`config.mk`:
```
export PLATFORM = sky130hd
export DESIGN_NAME = hemaia_clk_rst_ctrl
export DESIGN_NICKNAME = d
export VERILOG_FILES = /design/src/logic/hemaia_clk_pkg.sv /design/src/logic/hemaia_clk_rst_ctrl.sv
export SDC_FILE = /design/constraint.sdc
export NUM_CORES = 1
export LEC_CHECK = 0
export CORE_MARGIN = 2
export CORE_UTILIZATION = 30
export DETAILED_ROUTE_END_ITERATION = 10
export DONT_BUFFER_PORTS = 1
export PLACE_DENSITY_LB_ADDON = 0.12
export SETUP_SLACK_MARGIN = 0.4
export SLEW_MARGIN = 20
export SYNTH_ARGS = -nofsm -noshare
export SYNTH_HDL_FRONTEND = slang
export SYNTH_SLANG_ARGS = --single-unit
```
`constraint.sdc`:
```
create_clock -name clk_i -period 5.45 [get_ports clk_i]
set_clock_uncertainty 0.15 [all_clocks]
set_input_delay 0.8175 -clock clk_i [delete_from_list [all_inputs] [get_ports clk_i]]
set_output_delay 0.8175 -clock clk_i [all_outputs]
set_load 0.01 [all_outputs]
```
`src/logic/hemaia_clk_pkg.sv`:
```
// Tick divisor and reset delay of the memory bank.
// A divisor of 0 never reaches the controller, the register block stores it as 1.

`default_nettype none

package hemaia_clk_pkg;

  localparam int unsigned DivWidth = 8;

  // Divisor after reset
  localparam logic [DivWidth-1:0] DefaultDivision = DivWidth'(4);

  // Memory ticks the bank stays in reset
  localparam logic [DivWidth-1:0] ResetDelay = DivWidth'(3);

endpackage

`default_nettype wire

```
`src/logic/hemaia_clk_rst_ctrl.sv`:
```
// Memory tick and bank reset, all on clk_i.
// The tick is a one-cycle strobe, not a generated clock.
// A new divisor is taken at the next wrap. division_i must not be 0.

`timescale 1ns/1ps
`default_nettype none

module hemaia_clk_rst_ctrl (
  input  wire logic                                clk_i,
  input  wire logic                                rst_ni,
  input  wire logic [hemaia_clk_pkg::DivWidth-1:0] division_i,
  output logic                                     mem_tick_o,
  output logic                                     mem_rst_no
);

  logic [hemaia_clk_pkg::DivWidth-1:0] cnt_q;
  logic [hemaia_clk_pkg::DivWidth-1:0] div_q;
  logic [hemaia_clk_pkg::DivWidth-1:0] rst_cnt_q;
  logic                                tick_q;
  logic                                wrap;

  //////////////////////////////////////////////////
  // Tick divider
  //////////////////////////////////////////////////

  assign wrap = (cnt_q == div_q - hemaia_clk_pkg::DivWidth'(1));

  always_ff @(posedge clk_i) begin
    if (!rst_ni) begin
      cnt_q  <= '0;
      div_q  <= hemaia_clk_pkg::DefaultDivision;
      tick_q <= 1'b0;
    end else begin
      tick_q <= wrap;
      if (wrap) begin
        cnt_q <= '0;
        // Divisor only changes on a period boundary
        div_q <= division_i;
      end else begin
        cnt_q <= cnt_q + hemaia_clk_pkg::DivWidth'(1);
      end
    end
  end

  assign mem_tick_o = tick_q;

  //////////////////////////////////////////////////
  // Bank reset release
  //////////////////////////////////////////////////

  // Count ticks until the delay is reached, then hold
  always_ff @(posedge clk_i) begin
    if (!rst_ni) begin
      rst_cnt_q <= '0;
    end else if (tick_q && !mem_rst_no) begin
      rst_cnt_q <= rst_cnt_q + hemaia_clk_pkg::DivWidth'(1);
    end
  end

  assign mem_rst_no = (rst_cnt_q == hemaia_clk_pkg::ResetDelay);

endmodule

`default_nettype wire

```
**After elaboration in Yosys (flattened, before gate mapping)**

Index checks and enable logic that the tools add are counted.

- Memories kept: 0
- Bits in latches: 0
- Bits in registers: 25
- RAM bits: 0
- Bits in read-only memories: 0
- Output and inout bits: 2
- Input bits: 10
- Logic and storage cells: 13

- Mux-type cells: 0
- Add/subtract/negate cells: 3
- Divide/modulo/power cells: 0
- Multiply operators: 0
- Magnitude comparators: 0
- Equal/unequal tests: 2
- Shift-type cells: 0
- Bitwise logic cells: 1
- Reductions and logical operators: 3

Operator list:

| cell | count |
|---|---|
| $add 8x1->8 const B | 2 |
| $eq 8x2->1 const B | 1 |
| $eq 8x8->1 | 1 |
| $sub 8x1->8 const B | 1 |
| $reduce_or 2->1 | 1 |
| $logic_and 1x1->1 | 1 |
| $logic_not 1->1 | 1 |
| $not 1->1 | 1 |

**Logic depth before layout (Yosys ltp)**

- Depth in word-level cells: 3
- Depth in mapped cells: 8
- Mapped depth without buffers: 7

**Worst setup path before layout**

No wires, ideal clock.

- Path kind: register to register
- Start: register div_q[0] (netlist name)
- End: register div_q[5] (netlist name)
- Data arrival time: 2.125 ns
- Path slack: 3.103 ns
- Cell stages (with the launch flop): 9
- Path buffers: 1
- Data required time: 5.228 ns
- Cells stage by stage: dfxtp_1 inv_1 ha_1 o21ba_1 a221oi_2 a41oi_1 nor4_4 buf_6 mux2i_1

- Longest elaborated chain between the ends: 2

Ends and longest elaborated chain:

| item | line | RTL |
|---|---|---|
| from (decl) | hemaia_clk_rst_ctrl.sv:17 | `logic [hemaia_clk_pkg::DivWidth-1:0] div_q;` |
| from (signal assigned) | hemaia_clk_rst_ctrl.sv:31 | `div_q <= hemaia_clk_pkg::DefaultDivision;` |
| from (signal assigned) | hemaia_clk_rst_ctrl.sv:38 | `div_q <= division_i;` |
| $sub 8x1->8 | hemaia_clk_rst_ctrl.sv:26 | `assign wrap = (cnt_q == div_q - hemaia_clk_pkg::DivWidth'(1));` |
| $eq 8x8->1 | hemaia_clk_rst_ctrl.sv:26 |  |

Every way passes these cells.
A chain may end at the register's enable or synchronous reset.

**Worst setup path in the final report**

- Start: register div_q[0] (netlist name)
- End: register cnt_q[1] (netlist name)

- Longest elaborated chain between the ends: 3

Ends and longest elaborated chain:

| item | line | RTL |
|---|---|---|
| $sub 8x1->8 | hemaia_clk_rst_ctrl.sv:26 |  |
| $eq 8x8->1 | hemaia_clk_rst_ctrl.sv:26 |  |
| $reduce_or 2->1 (no source line) | -- |  |
| to (signal assigned) | hemaia_clk_rst_ctrl.sv:40 | `cnt_q <= cnt_q + hemaia_clk_pkg::DivWidth'(1);` |
| to (decl) | hemaia_clk_rst_ctrl.sv:16 | `logic [hemaia_clk_pkg::DivWidth-1:0] cnt_q;` |

Every way passes these cells.

==> results.toml <==
[run_status]
outcome = "finished clean"

[cells_and_area]
syn2layout_area_growth_pct = 6.71
n_antenna_cell = 0
drive_gt1_share_pct = 6.52
utilization_pct = 33.9
fin_nets = 152

[drt]
wire_per_inst_um = 13.0
vias = 931
first_pass_iters = 4
drt_wl_total_mm = 2.45
final_antenna_net_count = 0
vias_per_cell = 4.95
drc = 0
m1WireLength_mm = 1.26
dr_wl_met2_mm = 1.04
drt_iter0_drc = 62
dr_wl_met3_um = 130
top_layer = "met4"

[pwr]
p_int_mw = 0.343
swShare_pct = 34.2
p_comb_share_pct = 31.3
switching_power_mw = 0.178
power_mw = 0.521
power_density_mw_per_mm2 = 379
p_clk_share_pct = 21.3
p_leak_nw = 0.512
p_seq_share_pct = 47.4
irDropWorstVdd_mv = 0.133

[timing]
rsz0062_at_grt = "false"
setup_viol = 0
slew_headroom_pct = 57.8
worstMarginPinSlew_ns = 0.628
drv_slew = 0
max_clock_freq_mhz = 378
fin_setup_tns_ns = 0
final-hold-violation-count = 0
hold-worst-slack_ns = 0.336
finalCritPeriodShare_pct = 48.5
fin_crit_ns = 2.64
fin_ws_ns = 2.81

[setup_path]
cp-start-kind = "register"
critPathMaxFanout = 11
end_kind = "register"
cp.arrival_ns = 2.67
cp_data_required_time_ns = 5.47
path_class = "reg2reg"

[logic_synthesis]
syn_inst = 138
synth_cell_types = 32
yosysSeqAreaShare_pct = 38.9
syn_avg_cell_area_um2 = 9.33
synth_nets = 151
yosys_register_bits = 25
syn_area_mm2 = 0.00129
synth_warnings = 0

[clock_network]
htreeDepth = 1
cts_tree = "built"
cts-root-buf = "clkbuf_8"
ctsHoldBuffers = 0
post_cts.repair.setup_buffers = 0
numClockSinks = 25
numCtsBuffers = 3
clk_pin_slew_ns = 0.09
clkLatencyLatePin_ns = 0.27
cts_resized = 0
clockBufferDepth = 2

[placed_design]
dp_hpwl_mm = 1.79
gp_congestion = 0.708
io_buffers = 0
pre_cts_ws_ns = 2.55

[die]
dieArea_mm2 = 0.00483
die_height_um = 69.5
coreArea_mm2 = 0.00406
rows = 23
start_util_pct = 31.7
die_w_um = 69.5
io_pins = 12

[global_route]
track_usage_pct = 11.7
grt-ovfl-total = 0
first_global_vias = 935
antenna_found_initial = 0
grt_max_degree = 34
grt_pass1_wl_mm = 4.51

[run]
max_cap_viol_count = 0

[min_path]
min_path_type = "reg2reg"
## flip-flops by register name (all words and copies together), names as in the netlist
register / cells
cnt_q: 8
div_q: 8
mem_tick_o: 1
rst_cnt_q: 8
## metrics by stage
| stage | instances | area, um2 |
|---|---|---|
| final | 188 | 1370 |
| after global routing | 188 | 1370 |
| after CTS | 187 | 1360 |
| after detailed placement | 183 | 1320 |
| after global placement | 183 | 1320 |
| after floorplan | 138 | 1290 |
## worst paths after layout
check / start / end / slack, ns / cells after the start
worst max register to register: div_q[0] / cnt_q[1] / 2.81 / 8
worst min-delay path: div_q[7] / div_q[7] / 0.34 / 2
worst max-delay path: div_q[0] / cnt_q[1] / 2.81 / 8
worst min register to register: div_q[7] / div_q[7] / 0.34 / 2
## cell usage in the layout, fill, tap and decap left out, drive strengths merged, types with 4 or more instances in the layout
master	instances
xnor2	11
nand3	6
nor3b	7
xor2	11
mux2i	8
and3	4
nand2	21
dfxtp	25
and2	6
## final cells by class
type / instances / area [um2]
clock buffer: 3 / 41.3
timing repair buffer: 1 / 11.3
sequential: 25 / 500
inverter: 3 / 11.3
clock inverter: 1 / 5.00
tap: 50 / 62.6
fill: 429 / 2680
multi-input combinational: 105 / 742
## routing by layer
layer / vias up / global-route usage, %
met1: 438 / 15.8
met5: - / 0
met4: 0 / 4.58
met2: 19 / 17.5
met3: 2 / 3.49
li1: 472 / -
## kinds of logic after synthesis
kind of cell / Yosys count / share of synthesized area, %
AO/OA/AOI/OAI: 10 / 6.22
adder cells (fa/ha/maj): 3 / 2.92
multiplexers: 8 / 6.22
buffers and inverters: 8 / 3.50
flip-flops: 25 / 38.9
AND/OR/NAND/NOR: 62 / 27.3
XOR/XNOR: 22 / 15.0
## worst max-delay path, cell delays in order, from the launching register on
cell,delay (ns)
dfxtp_1,0.41
inv_1,0.07
ha_1,0.26
o21ba_1,0.20
a221oi_2,0.26
a41oi_1,0.10
nor4_4,0.65
buf_6,0.24
and3b_2,0.21
## power groups by stage
stage	registers (mW)	clock network, mW	logic (mW)
global placement	0.251	0	0.155
CTS	0.247	0.118	0.158
floorplan	0.238	0	0.152
finish	0.247	0.111	0.163
detailed placement	0.252	0	0.157
global route	0.254	0.125	0.183
## synth_stat cells
library cell,n,area [um2]
a21boi_0,3,22.5
a21oi_1,1,5.00
a221oi_2,1,15.0
a41oi_1,1,8.76
and2_1,6,37.5
and2b_1,1,7.51
and3_1,4,25.0
and3b_2,1,10.0
buf_6,2,22.5
clkbuf_1,3,11.3
dfxtp_1,25,500
ha_1,3,37.5
inv_1,3,11.3
mux2i_1,8,80.1
nand2_1,21,78.8
nand3_1,6,30.0
nand3b_1,1,7.51
nand4_1,3,18.8
nor2_1,2,7.51
nor2b_1,1,6.26
nor3_1,3,15.0
nor3b_1,7,52.6
nor4_1,1,6.26
nor4_4,1,21.3
nor4b_1,1,8.76
o2111ai_1,1,8.76
o21ai_0,2,10.0
o21ba_1,1,10.0
or2_2,1,6.26
or3_1,2,12.5
xnor2_1,11,96.3
xor2_1,11,96.3
Power figures use the tool's default switching activity.
