==> config.mk <==
export PLATFORM = sky130hd
export DESIGN_NAME = hemaia_periph_regs_flat
export DESIGN_NICKNAME = d
export VERILOG_FILES = /design/src/logic/hemaia_map_pkg.sv /design/src/logic/hemaia_clk_pkg.sv /design/src/logic/hemaia_bus_if.sv /design/src/logic/hemaia_periph_regs.sv /design/src/flat_wrapper.sv
export SDC_FILE = /design/constraint.sdc
export NUM_CORES = 1
export LEC_CHECK = 0
export ABC_AREA = 0
export BUFFER_PORTS_ARGS = -buffer_cell sky130_fd_sc_hd__clkbuf_2
export CAP_MARGIN = 40
export CORE_MARGIN = 2
export CORE_UTILIZATION = 33
export DETAILED_ROUTE_END_ITERATION = 10
export PLACE_DENSITY = 0.81
export RECOVER_POWER = 100
export SYNTH_ARGS = -nofsm -noshare
export SYNTH_HDL_FRONTEND = slang
export SYNTH_SLANG_ARGS = --single-unit
==> constraint.sdc <==
create_clock -name clk_i -period 2.1 [get_ports clk_i]
set_input_delay 0.42 -clock clk_i [delete_from_list [all_inputs] [get_ports clk_i]]
set_output_delay 0.42 -clock clk_i [all_outputs]
set_load 0.01 [all_outputs]
==> src/logic/hemaia_map_pkg.sv <==
// Address map and bus widths of the memory chip fabric.
// Offsets are relative to the 40-bit local space below the chip ID byte.
// The memory window is cut down to 4 KiB, and the DRAM range is not mapped.

`default_nettype none

package hemaia_map_pkg;

  // Bus widths
  localparam int unsigned AddrWidth   = 48;
  localparam int unsigned ChipIdWidth = 8;
  localparam int unsigned LocalWidth  = 40;
  localparam int unsigned DataWidth   = 32;

  //////////////////////////////////////////////////
  // Memory window
  //////////////////////////////////////////////////

  localparam logic [LocalWidth-1:0] MemBase  = 40'h00_8000_0000;
  localparam logic [LocalWidth-1:0] MemSize  = 40'h00_0000_1000;
  localparam int unsigned           MemWords = 1024;

  //////////////////////////////////////////////////
  // Register window
  //////////////////////////////////////////////////

  localparam logic [LocalWidth-1:0] PeriphBase = 40'h00_0200_5000;
  localparam logic [LocalWidth-1:0] PeriphSize = 40'h00_0000_1000;

  // Offsets inside the register window
  localparam logic [LocalWidth-1:0] RegDivOffset    = 40'h0;
  localparam logic [LocalWidth-1:0] RegChipIdOffset = 40'h4;

  // Where the router sends a request
  typedef enum logic [1:0] {
    TGT_MEM,
    TGT_PERIPH,
    TGT_ERR
  } target_e;

  typedef enum logic [1:0] {
    ST_IDLE,
    ST_WAIT,
    ST_RESP
  } router_state_e;

endpackage

`default_nettype wire

==> src/logic/hemaia_clk_pkg.sv <==
// Tick divisor and reset delay of the memory bank.
// A divisor of 0 never reaches the controller, the register block stores it as 1.

`default_nettype none

package hemaia_clk_pkg;

  localparam int unsigned DivWidth = 8;

  // Divisor after reset
  localparam logic [DivWidth-1:0] DefaultDivision = DivWidth'(4);

  // Memory ticks the bank stays in reset
  localparam logic [DivWidth-1:0] ResetDelay = DivWidth'(3);

endpackage

`default_nettype wire

==> src/logic/hemaia_bus_if.sv <==
// Request/response link between the router and one target.
// Valid/ready on the request, a one-cycle rsp_valid pulse on the response.
// The offset is the window-relative byte address.

`timescale 1ns/1ps
`default_nettype none

interface hemaia_bus_if;

  // Request side
  logic                                  req_valid;
  logic                                  req_ready;
  logic                                  write;
  logic [hemaia_map_pkg::LocalWidth-1:0] offset;
  logic [hemaia_map_pkg::DataWidth-1:0]  wdata;

  // Response side, no back-pressure
  logic                                  rsp_valid;
  logic [hemaia_map_pkg::DataWidth-1:0]  rdata;
  logic                                  error;

  modport requester (
    output req_valid, write, offset, wdata,
    input  req_ready, rsp_valid, rdata, error
  );

  modport completer (
    input  req_valid, write, offset, wdata,
    output req_ready, rsp_valid, rdata, error
  );

endinterface

`default_nettype wire

==> src/logic/hemaia_periph_regs.sv <==
// Divisor register and chip ID readback.
// Always ready, answers one cycle later, never signals an error.
// Writing 0 to the divisor stores 1.

`timescale 1ns/1ps
`default_nettype none

module hemaia_periph_regs (
  input  wire logic                                   clk_i,
  input  wire logic                                   rst_ni,
  input  wire logic [hemaia_map_pkg::ChipIdWidth-1:0] chip_id_i,
  output logic      [hemaia_clk_pkg::DivWidth-1:0]    division_o,
  hemaia_bus_if.completer                             bus
);

  logic [hemaia_clk_pkg::DivWidth-1:0]  div_q;
  logic [hemaia_clk_pkg::DivWidth-1:0]  div_wr;
  logic [hemaia_map_pkg::DataWidth-1:0] rd_word;
  logic [hemaia_map_pkg::DataWidth-1:0] rdata_q;
  logic                                 rsp_valid_q;
  logic                                 accept;

  assign bus.req_ready = 1'b1;
  assign accept        = bus.req_valid && bus.req_ready;
  assign div_wr        = bus.wdata[hemaia_clk_pkg::DivWidth-1:0];

  always_ff @(posedge clk_i) begin
    if (!rst_ni) begin
      div_q       <= hemaia_clk_pkg::DefaultDivision;
      rsp_valid_q <= 1'b0;
    end else begin
      rsp_valid_q <= accept;
      if (accept && bus.write && bus.offset == hemaia_map_pkg::RegDivOffset) begin
        div_q <= (div_wr == '0) ? hemaia_clk_pkg::DivWidth'(1) : div_wr;
      end
    end
  end

  //////////////////////////////////////////////////
  // Read mux
  //////////////////////////////////////////////////

  // Writes and unmapped offsets read back 0
  always_comb begin
    rd_word = '0;
    if (!bus.write) begin
      if (bus.offset == hemaia_map_pkg::RegDivOffset) begin
        rd_word = {{(hemaia_map_pkg::DataWidth - hemaia_clk_pkg::DivWidth){1'b0}}, div_q};
      end else if (bus.offset == hemaia_map_pkg::RegChipIdOffset) begin
        rd_word = {{(hemaia_map_pkg::DataWidth - hemaia_map_pkg::ChipIdWidth){1'b0}},
                   chip_id_i};
      end
    end
  end

  always_ff @(posedge clk_i) begin
    if (accept) begin
      rdata_q <= rd_word;
    end
  end

  assign bus.rsp_valid = rsp_valid_q;
  assign bus.rdata     = rdata_q;
  assign bus.error     = 1'b0;
  assign division_o    = div_q;

endmodule

`default_nettype wire

==> src/flat_wrapper.sv <==
// flat-port wrapper written by rule: the top's interface ports become plain ports
module hemaia_periph_regs_flat 
  (clk_i, rst_ni, chip_id_i, division_o, bus_req_valid, bus_write, bus_offset, bus_wdata, bus_req_ready, bus_rsp_valid, bus_rdata, bus_error);
  hemaia_bus_if bus_i ();
  input  wire logic clk_i;
  input  wire logic rst_ni;
  input  wire logic [hemaia_map_pkg::ChipIdWidth-1:0] chip_id_i;
  output logic      [hemaia_clk_pkg::DivWidth-1:0] division_o;
  input wire logic [$bits(bus_i.req_valid)-1:0] bus_req_valid;
  input wire logic [$bits(bus_i.write)-1:0] bus_write;
  input wire logic [$bits(bus_i.offset)-1:0] bus_offset;
  input wire logic [$bits(bus_i.wdata)-1:0] bus_wdata;
  output wire logic [$bits(bus_i.req_ready)-1:0] bus_req_ready;
  output wire logic [$bits(bus_i.rsp_valid)-1:0] bus_rsp_valid;
  output wire logic [$bits(bus_i.rdata)-1:0] bus_rdata;
  output wire logic [$bits(bus_i.error)-1:0] bus_error;
  assign bus_i.req_valid = bus_req_valid;
  assign bus_i.write = bus_write;
  assign bus_i.offset = bus_offset;
  assign bus_i.wdata = bus_wdata;
  assign bus_req_ready = bus_i.req_ready;
  assign bus_rsp_valid = bus_i.rsp_valid;
  assign bus_rdata = bus_i.rdata;
  assign bus_error = bus_i.error;
  hemaia_periph_regs u_core (.clk_i(clk_i), .rst_ni(rst_ni), .chip_id_i(chip_id_i), .division_o(division_o), .bus(bus_i));
endmodule
Word-level counts from Yosys, hierarchy flattened
Cells that the tools add are included.
{"block": "totals", "register_bits": 41, "ramBits": 0, "n_memories": 0, "latchBits": 0, "out_inout_bits": 43, "rom_bits": 0}
{"block": "op_classes", "n_reduce_logical": 5, "eq_ne": 1, "n_mux": 3, "magnitude_cmp": 0, "n_addsub": 0, "n_div": 0, "n_bitwise": 0, "n_shift": 0, "n_mul": 0}
{"op": "$eq A40 B3 Y1 const B", "n": 1}
{"op": "$logic_not A40 Y1", "n": 1}
{"op": "$mux W8", "n": 3}
{"op": "$logic_not A8 Y1", "n": 1}
{"op": "$logic_and A1 B1 Y1", "n": 2}
{"op": "$reduce_or A2 Y1", "n": 1}

Longest topological paths before layout
{"block": "depth", "depth_word": 3, "ltp_mapped": 5, "mapped_depth_nobuf": 4}

Least setup slack after synthesis
OpenSTA, ideal clock, no wires.
{"block": "synth_path", "kind": "input to register", "from": "input port bus_offset[4]", "to": "register u_core.rdata_q, in the netlist u_core.bus.rdata[0], data pin", "cell_stages": 5, "required_time_ns": 1.961, "path_slack_ns": 0.337, "setup_ns": 0.139, "arrival_ns": 1.623, "path_cell_list": "nor4_2 > nand4_1 > or4_1 > clkbuf_1 > nor2_1"}
{"block": "synth_between", "elab_chain_cells": 3, "word_cells_on_any_way": 4}
{"item": "start, declared", "line": "flat_wrapper.sv:11", "rtl": "input wire logic [$bits(bus_i.offset)-1:0] bus_offset;"}
{"item": "$eq A40 B3 Y1", "line": "hemaia_periph_regs.sv:49", "rtl": "end else if (bus.offset == hemaia_map_pkg::RegChipIdOffset) begin"}
{"item": "$mux W8", "line": "hemaia_periph_regs.sv:49"}
{"item": "$mux W8 (*)", "line": "hemaia_periph_regs.sv:47", "rtl": "if (bus.offset == hemaia_map_pkg::RegDivOffset) begin"}
{"item": "end signal, assigned", "line": "hemaia_periph_regs.sv:58", "rtl": "rdata_q <= rd_word;"}
{"item": "end, declared", "line": "hemaia_periph_regs.sv:19", "rtl": "logic [hemaia_map_pkg::DataWidth-1:0] rdata_q;"}
Mark *: on every way between the ends. The rest lies on a longest branch, timed or not.
A chain may end at the register's enable or synchronous reset.

Final worst setup path
Ends and elaborated chain as after synthesis.

==> flow_summary.yaml <==
status:
  status: "finished clean"
pwr:
  power_density_nw_per_um2: 477
  peakVddDrop_mv: 0.128
  swShare_pct: 26.2
  pwr-share-clk_pct: 27.0
  switchingPower_w: 0.000170
  internal_power_w: 0.000479
  power_frac_comb_pct: 18.2
  seqPwrFrac_pct: 54.8
  leakagePower_nw: 0.627
route:
  wirelength_mm: 2.25
  dr.pass1.iters: 4
  vias_per_cell: 4.06
  drc_errors: 0
  postRouteAntennaNets: 0
  wl_per_cell_um: 9.87
  drt-initial-drc-count: 37
  vias: 926
timing:
  setup_tns_ns: 0
  min_period_ns: 1.62
  period_share_pct: 77.2
  tightest_slew_ns: 0.526
  max-slew-margin-rel_pct: 64.9
  finalWorstSetupSlack_ns: 0.478
  finalMaxSlewViolations: 0
  rsz0062_at_grt: "no"
  fmax_ghz: 0.617
  fin_skew_ns: 0.00298
  finalHoldViolations: 0
  finalSetupViolations: 0
clock_tree:
  clkSinkCount: 17
  clk_latency_ns: 0.29
  ctsHoldBuffers: 0
  cts_root_buffer: "clkbuf_4"
  cts_tree: "yes"
  cts-resized-gates: 0
  clkTransAtPathRegs_ns: 0.10
  max-clock-path-buffers: 2
  cts_buffers: 3
  postCtsSetupBuffers: 0
  htreeDepth: 1
hold_path:
  hold_start: "bus_wdata[7]"
  holdPathStages: 3
  min_to: "u_core.division_o[7]"
  hold_path_class: "in -> reg"
worst_setup_path:
  worstPathArrival_ns: 1.77
  slowest_delay_ns: 0.68
  worst_path_max_delay_cell: "or4_1"
  rr_endpoint: "u_core.bus.rdata[2]"
  critPathKind: "in -> reg"
  reg2reg_slack_ns: 1.32
  crit_path_cell_trace: "clkbuf_2 -> nor4_1 -> nand4_1 -> or4_1 -> nor2_1"
  crit_family: "simple AND/OR/NAND/NOR gates"
  crit_buf_inv: 1
  start_kind: "input pin"
  crit_path_end_kind: "flip-flop"
  reg2regPathDepth: 2
  r2r_start: "u_core.division_o[2]"
  cp_max_fo: 8
  crit_path_start: "bus_offset[4]"
  required_ns: 2.25
grt:
  grt_use_met3_pct: 2.56
  met1_usage_pct: 14.0
  grt_busiest_layer: "met2"
  use_met2_pct: 20.5
  grt_pass1_wl_mm: 3.34
  grt_overflow: 0
  globalRouteTotalUtil_pct: 12.2
  antenna_found_initial: 0
  grt_start_max_net_pins: 18
  grt_pass1_vias: 819
final_layout:
  drive_gt1_share_pct: 35.9
  fin_nets: 269
  utilization_pct: 44.6
  fin_cells: 228
  final_area_um2: 1360
  syn2layout_area_growth_pct: 29.5
  fill_cells: 325
  diodes: 0
placement:
  dp_cells: 224
  dp_hpwl_mm: 1.95
  io_buffers: 76
  place_ws_ns: 0.165
  gp_congestion: 0.685
  post_dp_cell_area_um2: 1380
floorplanning:
  coreArea_um2: 3050
  num_rows: 20
  dieHeight_um: 60.4
  die-area_um2: 3650
  die_w_um: 60.4
  io_pins: 127
  start_util_pct: 34.4
synthesis:
  syn_avg_cell_area_um2: 9.73
  ys_top_cells_by_area: "edfxtp_1, buf_4, dfxtp_1, mux2i_1, nand2_1"
  synth_top_area_cell: "edfxtp_1"
  synth-seq-cells: 17
  synth_top_family_by_area: "simple AND/OR/NAND/NOR gates"
  ys_async_sr_fraction_pct: 0
  yosysWarnings: 0
  yosysTopAreaCellShare_pct: 22.9
  yosysMostFrequentCell: "buf_4"
  syn-instance-count: 108
  synth_edf_count: 8
  synth_cell_type_count: 18
  yosysSeqAreaShare_pct: 40.0
  synthTopCellsByCount: "buf_4, mux2i_1, nand2_1"
  synth_compound_area_share_pct: 0.476
  synthMuxAreaShare_pct: 15.2
  synth_fa_ha_area_share_pct: 0
  syn_area_um2: 1050
  synth_xor_area_share_pct: 0
  synth-simple-area-share_pct: 23.6
  synthFlopType: "dfxtp_1"
flow_run:
  drv_cap: 0
state kept, by name, summed over array words and instances, names as in the netlist:
register	flops
u_core.bus.rdata	8
u_core.bus.rsp_valid	1
u_core.division_o	8
cell usage in the layout (no fill, tap or decap), drive strengths merged:
master,count
clkbuf,80
conb,26
mux2i,16
nand2,14
nor4,11
dfxtp,9
nor2,8
edfxtp,8
nand4,2
nor2b,2
or4,2
nor3,1
nand3b,1
o21ai,1
and2,1
clkinv,1
buf,1
metal layers:
metal,vias up,wire length (um)
met5,-,0
met4,0,25
met3,2,138
met2,38,1080
met1,408,1010
li1,478,-
power by group through the flow:
stage	clock, W	combinational (W)	sequential [W]
floorplan	0	0.0000818	0.000369
global route	0.000194	0.000131	0.000357
global placement	0	0.000120	0.000363
detailed placement	0	0.000121	0.000364
CTS	0.000184	0.000122	0.000356
finish	0.000175	0.000118	0.000356
worst max-delay path by stage:
stage / end / cells after the start / slack (ns)
after floorplan: u_core.bus.rdata[0] / 5 / 0.34
after global placement: u_core.bus.rdata[7] / 5 / 0.21
after detailed placement: u_core.bus.rdata[0] / 5 / 0.17
after CTS: u_core.bus.rdata[0] / 5 / 0.48
after global routing: u_core.division_o[2] / 7 / 0.38
final: u_core.bus.rdata[0] / 5 / 0.48
worst reg2reg max path: stages (launching register included):
cell and delay, ns:
dfxtp_1 0.35, mux2i_1 0.13, nor2_1 0.05
through the flow:
step | total power, W | hold WS (ns)
after CTS | 0.000662 | 0.353
final | 0.000649 | 0.363
after global placement | 0.000483 | 0.461
after floorplan | 0.000451 | 0.490
after global routing | 0.000682 | 0.354
after detailed placement | 0.000485 | 0.473
layout make-up:
| type | count | area [um2] | area share, % |
|---|---|---|---|
| Clock inverter | 1 | 5.00 | 0.368 |
| Timing Repair Buffer | 78 | 369 | 27.1 |
| Sequential cell | 17 | 420 | 30.9 |
| Multi-Input combinational cell | 85 | 489 | 35.9 |
| Tap cell | 44 | 55.1 | 4.04 |
| Clock buffer | 3 | 22.5 | 1.65 |
kinds of logic after synthesis:
family,count (synthesis)
compound gates,1
mux,16
simple gates,42
buf+inv,30
other cells,2
flops,17
No activity file was read; power rests on OpenSTA's default activity.
