$ cat config.mk
export PLATFORM = sky130hd
export DESIGN_NAME = hemaia_addr_router_flat
export DESIGN_NICKNAME = d
export VERILOG_FILES = /design/src/logic/hemaia_map_pkg.sv /design/src/logic/hemaia_bus_if.sv /design/src/logic/hemaia_addr_router.sv /design/src/flat_wrapper.sv
export SDC_FILE = /design/constraint.sdc
export NUM_CORES = 1
export LEC_CHECK = 0
export BUFFER_PORTS_ARGS = -buffer_cell sky130_fd_sc_hd__buf_2
export CAP_MARGIN = 40
export CORE_AREA = 2 2 136 138
export DETAILED_ROUTE_END_ITERATION = 7
export DIE_AREA = 0 0 138 140
export PLACE_DENSITY = 0.61
export REMOVE_ABC_BUFFERS = 1
export SETUP_SLACK_MARGIN = 0.1
export SLEW_MARGIN = 20
export SYNTH_ARGS = -nofsm -noshare
export SYNTH_HDL_FRONTEND = slang
export SYNTH_SLANG_ARGS = --single-unit
$ cat constraint.sdc
create_clock -name clk_i -period 3.5 [get_ports clk_i]
set_clock_uncertainty 0.1 [all_clocks]
set_input_delay 0.525 -clock clk_i [delete_from_list [all_inputs] [get_ports clk_i]]
set_output_delay 0.525 -clock clk_i [all_outputs]
set_load 0.02 [all_outputs]
$ cat src/logic/hemaia_map_pkg.sv
// Address map and bus widths of the memory chip fabric.
// Offsets are relative to the 40-bit local space below the chip ID byte.
// The memory window is cut down to 4 KiB, and the DRAM range is not mapped.

`default_nettype none

package hemaia_map_pkg;

  // Bus widths
  localparam int unsigned AddrWidth   = 48;
  localparam int unsigned ChipIdWidth = 8;
  localparam int unsigned LocalWidth  = 40;
  localparam int unsigned DataWidth   = 32;

  //////////////////////////////////////////////////
  // Memory window
  //////////////////////////////////////////////////

  localparam logic [LocalWidth-1:0] MemBase  = 40'h00_8000_0000;
  localparam logic [LocalWidth-1:0] MemSize  = 40'h00_0000_1000;
  localparam int unsigned           MemWords = 1024;

  //////////////////////////////////////////////////
  // Register window
  //////////////////////////////////////////////////

  localparam logic [LocalWidth-1:0] PeriphBase = 40'h00_0200_5000;
  localparam logic [LocalWidth-1:0] PeriphSize = 40'h00_0000_1000;

  // Offsets inside the register window
  localparam logic [LocalWidth-1:0] RegDivOffset    = 40'h0;
  localparam logic [LocalWidth-1:0] RegChipIdOffset = 40'h4;

  // Where the router sends a request
  typedef enum logic [1:0] {
    TGT_MEM,
    TGT_PERIPH,
    TGT_ERR
  } target_e;

  typedef enum logic [1:0] {
    ST_IDLE,
    ST_WAIT,
    ST_RESP
  } router_state_e;

endpackage

`default_nettype wire

$ cat src/logic/hemaia_bus_if.sv
// Request/response link between the router and one target.
// Valid/ready on the request, a one-cycle rsp_valid pulse on the response.
// The offset is the window-relative byte address.

`timescale 1ns/1ps
`default_nettype none

interface hemaia_bus_if;

  // Request side
  logic                                  req_valid;
  logic                                  req_ready;
  logic                                  write;
  logic [hemaia_map_pkg::LocalWidth-1:0] offset;
  logic [hemaia_map_pkg::DataWidth-1:0]  wdata;

  // Response side, no back-pressure
  logic                                  rsp_valid;
  logic [hemaia_map_pkg::DataWidth-1:0]  rdata;
  logic                                  error;

  modport requester (
    output req_valid, write, offset, wdata,
    input  req_ready, rsp_valid, rdata, error
  );

  modport completer (
    input  req_valid, write, offset, wdata,
    output req_ready, rsp_valid, rdata, error
  );

endinterface

`default_nettype wire

$ cat src/logic/hemaia_addr_router.sv
// Routes one request at a time to the memory bank, the registers or an error.
// The chip ID is sampled on every clock while rst_ni is low.
// Unmatched addresses get error 1 and rdata 0 one cycle after acceptance.

`timescale 1ns/1ps
`default_nettype none

module hemaia_addr_router (
  input  wire logic                                   clk_i,
  input  wire logic                                   rst_ni,
  input  wire logic [hemaia_map_pkg::ChipIdWidth-1:0] chip_id_i,
  input  wire logic                                   req_valid_i,
  input  wire logic                                   req_write_i,
  input  wire logic [hemaia_map_pkg::AddrWidth-1:0]   req_addr_i,
  input  wire logic [hemaia_map_pkg::DataWidth-1:0]   req_wdata_i,
  output logic                                        req_ready_o,
  output logic                                        rsp_valid_o,
  output logic      [hemaia_map_pkg::DataWidth-1:0]   rsp_rdata_o,
  output logic                                        rsp_error_o,
  output logic      [hemaia_map_pkg::ChipIdWidth-1:0] chip_id_o,
  hemaia_bus_if.requester                             mem_bus,
  hemaia_bus_if.requester                             periph_bus
);

  hemaia_map_pkg::router_state_e         state_q, state_d;
  hemaia_map_pkg::target_e               tgt_q, tgt_d;
  logic [hemaia_map_pkg::ChipIdWidth-1:0] chip_id_q;
  logic [hemaia_map_pkg::ChipIdWidth-1:0] req_chip;
  logic [hemaia_map_pkg::LocalWidth-1:0]  req_local;
  logic [hemaia_map_pkg::LocalWidth-1:0]  offset_q;
  logic [hemaia_map_pkg::DataWidth-1:0]   wdata_q;
  logic [hemaia_map_pkg::DataWidth-1:0]   tgt_rdata;
  logic                                   write_q;
  logic                                   sent_q;
  logic                                   accept;
  logic                                   fwd_valid;
  logic                                   tgt_ready;
  logic                                   tgt_rsp_valid;
  logic                                   tgt_error;

  always_ff @(posedge clk_i) begin
    if (!rst_ni) begin
      chip_id_q <= chip_id_i;
    end
  end

  assign chip_id_o = chip_id_q;

  //////////////////////////////////////////////////
  // Decode
  //////////////////////////////////////////////////

  assign req_chip  = req_addr_i[hemaia_map_pkg::AddrWidth-1 -: hemaia_map_pkg::ChipIdWidth];
  assign req_local = req_addr_i[hemaia_map_pkg::LocalWidth-1:0];
  assign accept    = req_valid_i && req_ready_o;

  always_comb begin
    tgt_d = hemaia_map_pkg::TGT_ERR;
    if (req_chip == chip_id_q) begin
      if (req_local >= hemaia_map_pkg::MemBase &&
          req_local < hemaia_map_pkg::MemBase + hemaia_map_pkg::MemSize) begin
        tgt_d = hemaia_map_pkg::TGT_MEM;
      end else if (req_local >= hemaia_map_pkg::PeriphBase &&
                   req_local < hemaia_map_pkg::PeriphBase + hemaia_map_pkg::PeriphSize) begin
        tgt_d = hemaia_map_pkg::TGT_PERIPH;
      end
    end
  end

  //////////////////////////////////////////////////
  // FSM
  //////////////////////////////////////////////////

  always_comb begin
    state_d = state_q;
    unique case (state_q)
      hemaia_map_pkg::ST_IDLE: begin
        if (accept) begin
          state_d = (tgt_d == hemaia_map_pkg::TGT_ERR) ? hemaia_map_pkg::ST_RESP
                                                       : hemaia_map_pkg::ST_WAIT;
        end
      end
      hemaia_map_pkg::ST_WAIT: if (tgt_rsp_valid) state_d = hemaia_map_pkg::ST_IDLE;
      hemaia_map_pkg::ST_RESP: state_d = hemaia_map_pkg::ST_IDLE;
      default: state_d = hemaia_map_pkg::ST_IDLE;
    endcase
  end

  always_ff @(posedge clk_i) begin
    if (!rst_ni) begin
      state_q <= hemaia_map_pkg::ST_IDLE;
      tgt_q   <= hemaia_map_pkg::TGT_ERR;
      sent_q  <= 1'b0;
    end else begin
      state_q <= state_d;
      if (accept) begin
        tgt_q  <= tgt_d;
        sent_q <= 1'b0;
      end else if (fwd_valid && tgt_ready) begin
        sent_q <= 1'b1;
      end
    end
  end

  // Request fields, rebased into the chosen window
  always_ff @(posedge clk_i) begin
    if (accept) begin
      write_q  <= req_write_i;
      wdata_q  <= req_wdata_i;
      offset_q <= (tgt_d == hemaia_map_pkg::TGT_MEM) ? req_local - hemaia_map_pkg::MemBase
                                                     : req_local - hemaia_map_pkg::PeriphBase;
    end
  end

  //////////////////////////////////////////////////
  // Target side
  //////////////////////////////////////////////////

  // Held until the target takes it
  assign fwd_valid = (state_q == hemaia_map_pkg::ST_WAIT) && !sent_q;

  assign mem_bus.req_valid    = fwd_valid && (tgt_q == hemaia_map_pkg::TGT_MEM);
  assign mem_bus.write        = write_q;
  assign mem_bus.offset       = offset_q;
  assign mem_bus.wdata        = wdata_q;
  assign periph_bus.req_valid = fwd_valid && (tgt_q == hemaia_map_pkg::TGT_PERIPH);
  assign periph_bus.write     = write_q;
  assign periph_bus.offset    = offset_q;
  assign periph_bus.wdata     = wdata_q;

  always_comb begin
    if (tgt_q == hemaia_map_pkg::TGT_MEM) begin
      tgt_ready     = mem_bus.req_ready;
      tgt_rsp_valid = mem_bus.rsp_valid;
      tgt_rdata     = mem_bus.rdata;
      tgt_error     = mem_bus.error;
    end else begin
      tgt_ready     = periph_bus.req_ready;
      tgt_rsp_valid = periph_bus.rsp_valid;
      tgt_rdata     = periph_bus.rdata;
      tgt_error     = periph_bus.error;
    end
  end

  assign req_ready_o = (state_q == hemaia_map_pkg::ST_IDLE);
  assign rsp_valid_o = (state_q == hemaia_map_pkg::ST_RESP) ||
                       ((state_q == hemaia_map_pkg::ST_WAIT) && tgt_rsp_valid);
  assign rsp_rdata_o = (state_q == hemaia_map_pkg::ST_WAIT) ? tgt_rdata : '0;
  assign rsp_error_o = (state_q == hemaia_map_pkg::ST_RESP) ||
                       ((state_q == hemaia_map_pkg::ST_WAIT) && tgt_error);

endmodule

`default_nettype wire

$ cat src/flat_wrapper.sv
// flat-port wrapper written by rule: the top's interface ports become plain ports
module hemaia_addr_router_flat 
  (clk_i, rst_ni, chip_id_i, req_valid_i, req_write_i, req_addr_i, req_wdata_i, req_ready_o, rsp_valid_o, rsp_rdata_o, rsp_error_o, chip_id_o, mem_bus_req_valid, mem_bus_write, mem_bus_offset, mem_bus_wdata, mem_bus_req_ready, mem_bus_rsp_valid, mem_bus_rdata, mem_bus_error, periph_bus_req_valid, periph_bus_write, periph_bus_offset, periph_bus_wdata, periph_bus_req_ready, periph_bus_rsp_valid, periph_bus_rdata, periph_bus_error);
  hemaia_bus_if mem_bus_i ();
  hemaia_bus_if periph_bus_i ();
  input  wire logic clk_i;
  input  wire logic rst_ni;
  input  wire logic [hemaia_map_pkg::ChipIdWidth-1:0] chip_id_i;
  input  wire logic req_valid_i;
  input  wire logic req_write_i;
  input  wire logic [hemaia_map_pkg::AddrWidth-1:0] req_addr_i;
  input  wire logic [hemaia_map_pkg::DataWidth-1:0] req_wdata_i;
  output logic req_ready_o;
  output logic rsp_valid_o;
  output logic      [hemaia_map_pkg::DataWidth-1:0] rsp_rdata_o;
  output logic rsp_error_o;
  output logic      [hemaia_map_pkg::ChipIdWidth-1:0] chip_id_o;
  output wire logic [$bits(mem_bus_i.req_valid)-1:0] mem_bus_req_valid;
  output wire logic [$bits(mem_bus_i.write)-1:0] mem_bus_write;
  output wire logic [$bits(mem_bus_i.offset)-1:0] mem_bus_offset;
  output wire logic [$bits(mem_bus_i.wdata)-1:0] mem_bus_wdata;
  input wire logic [$bits(mem_bus_i.req_ready)-1:0] mem_bus_req_ready;
  input wire logic [$bits(mem_bus_i.rsp_valid)-1:0] mem_bus_rsp_valid;
  input wire logic [$bits(mem_bus_i.rdata)-1:0] mem_bus_rdata;
  input wire logic [$bits(mem_bus_i.error)-1:0] mem_bus_error;
  output wire logic [$bits(periph_bus_i.req_valid)-1:0] periph_bus_req_valid;
  output wire logic [$bits(periph_bus_i.write)-1:0] periph_bus_write;
  output wire logic [$bits(periph_bus_i.offset)-1:0] periph_bus_offset;
  output wire logic [$bits(periph_bus_i.wdata)-1:0] periph_bus_wdata;
  input wire logic [$bits(periph_bus_i.req_ready)-1:0] periph_bus_req_ready;
  input wire logic [$bits(periph_bus_i.rsp_valid)-1:0] periph_bus_rsp_valid;
  input wire logic [$bits(periph_bus_i.rdata)-1:0] periph_bus_rdata;
  input wire logic [$bits(periph_bus_i.error)-1:0] periph_bus_error;
  assign mem_bus_req_valid = mem_bus_i.req_valid;
  assign mem_bus_write = mem_bus_i.write;
  assign mem_bus_offset = mem_bus_i.offset;
  assign mem_bus_wdata = mem_bus_i.wdata;
  assign mem_bus_i.req_ready = mem_bus_req_ready;
  assign mem_bus_i.rsp_valid = mem_bus_rsp_valid;
  assign mem_bus_i.rdata = mem_bus_rdata;
  assign mem_bus_i.error = mem_bus_error;
  assign periph_bus_req_valid = periph_bus_i.req_valid;
  assign periph_bus_write = periph_bus_i.write;
  assign periph_bus_offset = periph_bus_i.offset;
  assign periph_bus_wdata = periph_bus_i.wdata;
  assign periph_bus_i.req_ready = periph_bus_req_ready;
  assign periph_bus_i.rsp_valid = periph_bus_rsp_valid;
  assign periph_bus_i.rdata = periph_bus_rdata;
  assign periph_bus_i.error = periph_bus_error;
  hemaia_addr_router u_core (.clk_i(clk_i), .rst_ni(rst_ni), .chip_id_i(chip_id_i), .req_valid_i(req_valid_i), .req_write_i(req_write_i), .req_addr_i(req_addr_i), .req_wdata_i(req_wdata_i), .req_ready_o(req_ready_o), .rsp_valid_o(rsp_valid_o), .rsp_rdata_o(rsp_rdata_o), .rsp_error_o(rsp_error_o), .chip_id_o(chip_id_o), .mem_bus(mem_bus_i), .periph_bus(periph_bus_i));
endmodule
; ---- After elaboration in Yosys (flattened, before gate mapping)
; Index checks and enable logic that the tools add are counted.
[word_totals]
elab_cells = 51
ff_bits = 86
romBits = 0
out_inout_bits = 191
ram_bits = 0
latch_bits = 0
mem_count = 0
input_bits = 162
[op_classes]
n_eq_ne = 7
n_div = 0
n_lt_le_gt_ge = 4
bitwise_logic = 1
n_reduce_logical = 17
shift = 0
mux = 13
n_addsub = 2
mul = 0
[op_table]
columns = cell, count
row1 = $mux W32, 2
row2 = $ge A40 B26 Y1 const B, 1
row3 = $ge A40 B32 Y1 const B, 1
row4 = $lt A40 B26 Y1 const B, 1
row5 = $lt A40 B32 Y1 const B, 1
row6 = $mux W40, 1
row7 = $sub A40 B26 Y40 const B, 1
row8 = $sub A40 B32 Y40 const B, 1
row9 = $mux W2, 6
row10 = $logic_and A1 B1 Y1, 9
row11 = $eq A8 B8 Y1, 1
row12 = $logic_not A2 Y1, 3
row13 = $eq A2 B1 Y1 const B, 2
row14 = $eq A2 B2 Y1 const B, 2
row15 = $pmux W2 S2, 1
row16 = $mux W1, 3
row17 = $logic_or A1 B1 Y1, 2
row18 = $ne A2 B1 Y1 const B, 1
row19 = $ne A2 B2 Y1 const B, 1
row20 = $reduce_and A2 Y1, 1
row21 = $reduce_or A2 Y1, 1
row22 = $logic_not A1 Y1, 1
row23 = $not A1 Y1, 1

; ---- Depth between registers and ports, before layout
; Gate-level depths: netlist (run 1).
[depth]
word_depth = 9
ltp_mapped = 8

; ---- Least setup slack after synthesis (run 1)
; Ideal clock, no wire load.
[synth_path]
kind = flip-flop to flip-flop
from = register u_core.state_q[0]
to = register u_core.offset_q (netlist bit u_core.mem_bus.offset[0]) (enable)
setup_slack_ps = 664
required_ps = 2971
path_stages_with_launch = 4
period_less_slack_ps = 2836
t_arrival_ps = 2307
setup_ps = 429
path_cell_list = dfxtp_1 > nor2_1 > nand2_1 > inv_1
[synth_between]
elab_chain_cells = 2
[synth_lines]
columns = item, line
row1 = start: declaration, hemaia_addr_router.sv:25  ; hemaia_map_pkg::router_state_e state_q, state_d;
row2 = start signal: assignment, hemaia_addr_router.sv:91  ; state_q <= hemaia_map_pkg::ST_IDLE;
row3 = start signal: assignment, hemaia_addr_router.sv:95  ; state_q <= state_d;
row4 = $logic_not A2 Y1, hemaia_addr_router.sv:145  ; assign req_ready_o = (state_q == hemaia_map_pkg::ST_IDLE);
row5 = net req_ready_o, flat_wrapper.sv:13  ; output logic req_ready_o;
row6 = $logic_and A1 B1 Y1, hemaia_addr_router.sv:55  ; assign accept = req_valid_i && req_ready_o;
row7 = net u_core.accept, hemaia_addr_router.sv:35  ; logic accept;
row8 = end signal: assignment, hemaia_addr_router.sv:110  ; offset_q <= (tgt_d == hemaia_map_pkg::TGT_MEM) ? req_local - hemaia_map_pkg::MemBase
row9 = end: declaration, hemaia_addr_router.sv:30  ; logic [hemaia_map_pkg::LocalWidth-1:0] offset_q;
; The timed path passes the listed nets, and every way through them passes these cells.
; A chain may end at the register's enable or synchronous reset.

; ---- Worst setup path in the final report (run 1)
[layout_path]
from = input port req_addr_i[20] in the netlist's numbering
to = register u_core.offset_q (netlist bit u_core.mem_bus.offset[29]), data pin
[layout_between]
elab_chain_cells = 7
word_cells_on_any_way = 13
[layout_lines]
columns = item, line
row1 = start: declaration, flat_wrapper.sv:11  ; input wire logic [hemaia_map_pkg::AddrWidth-1:0] req_addr_i;
row2 = $ge A40 B26 Y1 / $lt A40 B26 Y1 (equally long branches), "hemaia_addr_router.sv:63, hemaia_addr_router.sv:64"
row3 = $logic_and A1 B1 Y1, hemaia_addr_router.sv:63  ; end else if (req_local >= hemaia_map_pkg::PeriphBase &&
row4 = $mux W2, hemaia_addr_router.sv:63
row5 = $mux W2, hemaia_addr_router.sv:60  ; if (req_local >= hemaia_map_pkg::MemBase &&
row6 = $mux W2, hemaia_addr_router.sv:59  ; if (req_chip == chip_id_q) begin
row7 = $logic_not A2 Y1, hemaia_addr_router.sv:110
row8 = $mux W40 *, hemaia_addr_router.sv:110
; Mark *: on every way between the ends. The rest lies on a longest branch, timed or not.

==> flow_summary.json, run 1 <==
{
  "outcome": "finished clean",
  "dp_hpwl_um": 12500,
  "final_antenna_net_count": 0,
  "hold_class": "in -> reg",
  "area_growth_pct": 39.0,
  "critPathKind": "in -> reg",
  "antenna_cells": 0,
  "start_util_pct": 25.9,
  "rsz0062_at_grt": "false",
  "grt_util_all_layers_pct": 15.0,
  "critical_path_required_ns": 3.50,
  "fmax_mhz": 366,
  "ys_warn_count": 0,
  "insertion_delay_ns": 0.35,
  "num_rows": 49,
  "final.setup.tns_ns": 0,
  "cp_max_fo": 22,
  "synthAdderAreaFrac_pct": 1.09,
  "nNetsFinal": 869,
  "hold_violations": 0,
  "period_needed_ns": 2.73,
  "synth_compound_area_share_pct": 6.24,
  "maxCapViolCount": 0,
  "numCtsBuffers": 9,
  "synth_edf_count": 81,
  "vdd_drop_max_uv": 205,
  "synth_area_leaders": "edfxtp_1 53%, buf_4 12%, nand2_1 6.1%",
  "final-seq-area_um2": 2530,
  "gp_congestion": 0.789,
  "yosysTopAreaCell": "edfxtp_1",
  "cts_max_level": 3,
  "chipWidth_um": 138,
  "relSlewSlack_pct": 49.1,
  "drive_gt1_share_pct": 55.2,
  "synth_xor_area_share_pct": 5.70,
  "nFillCells": 1847,
  "grt_antenna_before_repair": 0,
  "drt_iter0_drc": 109,
  "finalCritPeriodShare_pct": 78.1,
  "worst_r2r_path_depth": 6,
  "drc": 0,
  "hold_start": "chip_id_i[2]",
  "root_buffer": "clkbuf_16",
  "multi_input_area_um2": 1440,
  "synth.most_common_cell": "edfxtp_1",
  "ys_seq_elements": 86,
  "utilization_pct": 36.1,
  "ios": 353,
  "coreArea_um2": 17800,
  "die_area_um2": 19300,
  "worstPathArrival_ns": 2.73,
  "muxShareOfSynthArea_pct": 1.19,
  "clk_path_buf_depth": 2,
  "dr_wl_met2_um": 8020,
  "maxUsedRoutingLayer": "met4",
  "syn_area_um2": 4610,
  "dp_slack_ns": 0.425,
  "maxSlewViolCount": 0,
  "hold_end": "u_core.chip_id_o[2]$_DFFE_PN_",
  "cts_tree": "yes",
  "hold_buffers": 0,
  "m1WireLength_um": 5530,
  "yosys-top-cells-count": "81 x edfxtp_1, 75 x nand2_1, 74 x buf_4",
  "whs_ns": 0.246,
  "wl_met3_um": 1140,
  "grt_overflow": 0,
  "postSynthAreaPerCell_um2": 11.0,
  "synth_top_family_by_area": "simple AND/OR/NAND/NOR gates",
  "setup_viol": 0,
  "grt_pass1_vias": 3924,
  "post_cts_buffers": 0,
  "power.density_cell_area_nw_per_um2": 422,
  "synth_seq_area_share_pct": 54.9,
  "r2r-end": "u_core.mem_bus.offset[29]$_DFFE_PP_",
  "first_pass_iters": 4,
  "wl_per_cell_um": 16.2,
  "io_buffer_count": 352,
  "end_kind": "register",
  "reg2reg_slack_ns": 0.91,
  "power.total_mw": 2.70,
  "p_leak_nw": 3.01,
  "synth_top_area_share_pct": 52.7,
  "fin_ws_ns": 0.765,
  "cts_sinks": 86,
  "route.vias.total": 4106,
  "r2r-start": "u_core.chip_id_o[0]$_DFFE_PN_",
  "cts_resized": 0,
  "synthesis.instances": 420,
  "grt_max_degree": 46,
  "ys.flop_type": "edfxtp_1",
  "die_y_um": 140,
  "post_drt_via_cell_ratio": 4.39,
  "synth-async-reset-ratio_pct": 0,
  "synth-simple-area-share_pct": 17.0,
  "start_kind": "primary input",
  "tightest_slew_ns": 0.757,
  "synthDistinctLibCells": 43,
  "wirelength_um": 15100,
  "clkTransAtPathRegs_ns": 0.07,
  "hold_depth": 1,
  "grt_pass1_wl_um": 22000
}
kinds of logic (layout without fill, tap and decap cells):
logic type / count (synthesis) / in the layout
adder cells (fa/ha/maj): 4 / 4
AO/OA/AOI/OAI: 49 / 49
flip-flops: 86 / 86
XOR/XNOR: 30 / 30
buffers and inverters: 94 / 381
multiplexers: 5 / 5
AND/OR/NAND/NOR: 152 / 152
flip-flops by register name, summed over array words and instances (netlist names):
signal,cells
u_core.chip_id_o,8
u_core.mem_bus.wdata,32
u_core.mem_bus.offset,40
u_core.tgt_q,2
u_core.sent_q,1
u_core.mem_bus.write,1
u_core.state_q,2
area by class of cell:
cell class	instances	share of cell area [%]
Clock buffer	9	3.51
Clock inverter	6	1.11
Inverter	8	0.488
Multi-Input combinational cell	240	22.5
Sequential cell	86	39.5
Tap cell	229	4.47
Timing Repair Buffer	358	28.4
report_power, final:
part           switching, mW  internal, mW
combinational          0.312         0.183
sequential            0.0348          1.20
clock                  0.416         0.555
total                  0.763          1.94
critical path, stage by stage:
cell and delay, ns:
buf_2 0.14, nor4_2 0.49, nand4_1 0.18, nor4_1 0.61, o211a_4 0.49, nor2_2 0.05, mux2_4 0.26
stage by stage:
| step | std cells | cell area, µm² |
|---|---|---|
| after CTS | 935 | 6390 |
| after detailed placement | 920 | 6090 |
| after global placement | 920 | 6090 |
| after floorplan | 334 | 4000 |
| after global routing | 936 | 6410 |
| final | 936 | 6410 |
worst max-delay path by stage:
stage	from	endpoint	slack, ns	cells after the start
floorplan	u_core.tgt_q[0]$_SDFFE_PN0P_	rsp_valid_o	0.66	3
global placement	req_addr_i[20]	u_core.mem_bus.offset[29]$_DFFE_PP_	0.52	7
detailed placement	req_addr_i[20]	u_core.mem_bus.offset[29]$_DFFE_PP_	0.42	7
CTS	req_addr_i[20]	u_core.mem_bus.offset[29]$_DFFE_PP_	0.80	7
global route	req_addr_i[20]	u_core.mem_bus.offset[29]$_DFFE_PP_	0.57	7
finish	req_addr_i[20]	u_core.mem_bus.offset[29]$_DFFE_PP_	0.77	7
metal layers:
| layer | track usage, % | vias to the layer above |
|---|---|---|
| li1 | - | 1973 |
| met1 | 15.9 | 1878 |
| met2 | 27.9 | 230 |
| met3 | 4.55 | 25 |
| met4 | 6.12 | 0 |
| met5 | 0 | - |
layout by cell type (no fill, tap or decap), drive strengths merged, types with 4 or more instances in the layout:
cell    instances
a21oi          35
clkbuf          9
nand2          75
nand3           4
nor2           16
mux2i           4
buf           358
dfxtp           5
nor4           15
xnor2          16
o21ai           4
nand4           4
edfxtp         81
ha              4
and3            4
xor2           14
nor3           13
nand2b          5
inv             9
No activity file was read; power rests on OpenSTA's default activity.
==> inputs of run 2 (changes only) <==
--- a/config.mk
+++ b/config.mk
@@ -5,12 +5,13 @@
 export SDC_FILE = /design/constraint.sdc
 export NUM_CORES = 1
 export LEC_CHECK = 0
+export ABC_AREA = 1
 export BUFFER_PORTS_ARGS = -buffer_cell sky130_fd_sc_hd__buf_2
 export CAP_MARGIN = 40
-export CORE_AREA = 2 2 136 138
+export CORE_AREA = 2 2 135 137
 export DETAILED_ROUTE_END_ITERATION = 7
-export DIE_AREA = 0 0 138 140
-export PLACE_DENSITY = 0.61
+export DIE_AREA = 0 0 137 139
+export PLACE_DENSITY = 0.64
 export REMOVE_ABC_BUFFERS = 1
 export SETUP_SLACK_MARGIN = 0.1
 export SLEW_MARGIN = 20
==> constraint.sdc (replaced) <==
create_clock -name clk_i -period 2.87 [get_ports clk_i]
set_clock_uncertainty 0.1 [all_clocks]
set_input_delay 0.4305 -clock clk_i [delete_from_list [all_inputs] [get_ports clk_i]]
set_output_delay 0.4305 -clock clk_i [all_outputs]
set_load 0.02 [all_outputs]
==> flow_summary.json, run 2 <==
{
  "postSynthAreaPerCell_um2": 9.09,
  "hold_violations": 0,
  "insertion_delay_ns": 0.34,
  "critPathKind": "reg -> out",
  "cts_resized": 0,
  "maxSlewViolCount": 0,
  "cts_max_level": 3,
  "num_rows": 49,
  "cp_max_fo": 35,
  "power.density_cell_area_nw_per_um2": 478,
  "maxCapViolCount": 0,
  "relSlewSlack_pct": 67.0,
  "post_cts_buffers": 0,
  "power.total_mw": 3.24,
  "synth.most_common_cell": "nor2_1",
  "root_buffer": "clkbuf_16",
  "clk_path_buf_depth": 2,
  "hold_class": "in -> reg",
  "area_growth_pct": 35.9,
  "synthDistinctLibCells": 36,
  "route.vias.total": 4652,
  "whs_ns": 0.165,
  "rsz0062_at_grt": "false",
  "syn_area_um2": 4990,
  "critical_path_required_ns": 2.34,
  "die_y_um": 139,
  "period_needed_ns": 2.38,
  "cts_sinks": 86,
  "instances_no_fill": 1072,
  "numCtsBuffers": 9,
  "drt_iter0_drc": 150,
  "io_buffer_count": 352,
  "yosysTopAreaCell": "edfxtp_1",
  "grt_pass1_vias": 4353,
  "placedCellCount": 1052,
  "cp_slowest_cell": "nor2_2",
  "start_kind": "register",
  "path_buf_inv": 3,
  "setup_viol": 0,
  "final_common_cell": "buf_2",
  "gp_congestion": 0.878,
  "finalCritPeriodShare_pct": 82.8,
  "ios": 353,
  "grt_max_degree": 36,
  "nNetsFinal": 1000,
  "grt_overflow": 0,
  "yosys-top-cells-count": "114 x nor2_1, 81 x edfxtp_1, 73 x buf_4",
  "drive_gt1_share_pct": 47.9,
  "synth-async-reset-ratio_pct": 0,
  "final_antenna_net_count": 0,
  "largest_reg_flops": 40,
  "tightest_slew_ns": 0.494,
  "hold_buffers": 0,
  "ys_seq_elements": 86,
  "vdd_drop_max_uv": 229,
  "cpPeakStageDelay_ns": 0.38,
  "utilization_pct": 38.4,
  "worstPathArrival_ns": 1.85,
  "path_cells": "nor2_2 > clkinv_1 > buf_4 > nor2_1 > nor2_1 > buf_2",
  "synth_top_area_share_pct": 48.7,
  "chipWidth_um": 137,
  "start_util_pct": 28.3,
  "wl_per_cell_um": 14.1,
  "grt_util_all_layers_pct": 15.4,
  "coreArea_um2": 17700,
  "final.setup.tns_ns": 0,
  "dp_hpwl_um": 12700,
  "cts_tree": "yes",
  "wirelength_um": 15100,
  "grt_antenna_before_repair": 7,
  "drc": 0,
  "synth_edf_count": 81,
  "final_cell_mix": "352 x buf_2, 113 x nor2_1, 81 x edfxtp_1, 72 x nand2_1, 46 x o21ai_0",
  "ys.flop_type": "edfxtp_1",
  "crit_path_frequent_cell": "nor2_1",
  "p_leak_nw": 3.34,
  "outcome": "finished clean",
  "ys_warn_count": 0,
  "synth_area_leaders": "edfxtp_1 49%, buf_4 11%, nor2_1 8.6%",
  "path_delay_family": "simple AND/OR/NAND/NOR gates",
  "synth_seq_area_share_pct": 50.8,
  "synthesis.instances": 549,
  "clkTransAtPathRegs_ns": 0.07,
  "fmax_mhz": 421,
  "die_area_um2": 19000,
  "end_kind": "output port",
  "first_pass_iters": 4,
  "grt_pass1_wl_um": 22300,
  "post_drt_via_cell_ratio": 4.34
}
-- run 2: cell count changes after synthesis, sizes merged, moves of 4 or more --
cell,delta
o21ai,+46
nor4,-15
and3,-4
nor2,+105
xnor2,-5
inv,+37
a21oi,-27
nand2b,-5
nand3,+16
-- run 2: routing by layer --
| layer | up-vias | global-route usage, % | routed length (µm) |
|---|---|---|---|
| met5 | - | 0 | 31 |
| met4 | 4 | 5.75 | 333 |
| met3 | 22 | 3.84 | 1170 |
| met2 | 244 | 28.2 | 7880 |
| met1 | 2081 | 16.9 | 5710 |
| li1 | 2301 | - | - |
-- run 2: metrics by stage --
stage | worst slack (ns) | cell area [µm²]
final | 0.493 | 6780
after global routing | 0.294 | 6780
after CTS | 0.473 | 6770
after detailed placement | 0.484 | 6480
after global placement | 0.533 | 6480
after floorplan | 0.0652 | 4390
-- run 2: logic make-up after synthesis --
group	after synthesis	share of synthesized area, %
buf+inv	130	15.6
simple gates	241	21.3
flops	86	50.8
fa+ha+maj	4	1.00
compound gates	61	6.65
mux	1	0.201
xor+xnor	26	4.56
-- run 2: where the power goes --
| part | total (mW) | switching [mW] | internal [mW] |
|---|---|---|---|
| Combinational | 0.610 | 0.392 | 0.218 |
| Sequential | 1.51 | 0.0419 | 1.47 |
| Clock | 1.12 | 0.519 | 0.605 |
| Total | 3.24 | 0.953 | 2.29 |
-- run 2: layout make-up --
type | count | area [µm²]
Timing Repair Buffer | 358 | 1810
Clock buffer | 9 | 225
Antenna cell | 4 | 10.0
Tap cell | 229 | 287
Inverter | 46 | 174
Fill cell | 1809 | 10900
Clock inverter | 7 | 62.6
Multi-Input combinational cell | 333 | 1680
Sequential cell | 86 | 2530
-- run 2: path summary, 6_finish.rpt --
path,start,to,slack (ns),cells after the start
setup / recovery,u_core.tgt_q[0]$_SDFFE_PN0P_,rsp_rdata_o[17],0.49,6
hold / removal,req_wdata_i[12],u_core.mem_bus.wdata[12]$_DFFE_PP_,0.16,1
setup reg to reg,u_core.chip_id_o[1]$_DFFE_PN_,u_core.mem_bus.offset[20]$_DFFE_PP_,0.75,9
hold reg to reg,u_core.sent_q$_SDFFE_PP0P_,u_core.sent_q$_SDFFE_PP0P_,0.37,2
-- run 2: worst reg2reg max path, delay by kind of cell (launching register included) --
kind	cells	cell delay, ns
and+or+nand+nor	6	1.00
buffers and inverters	2	0.22
DFF	1	0.41
AOI/OAI and AO/OA	1	0.14
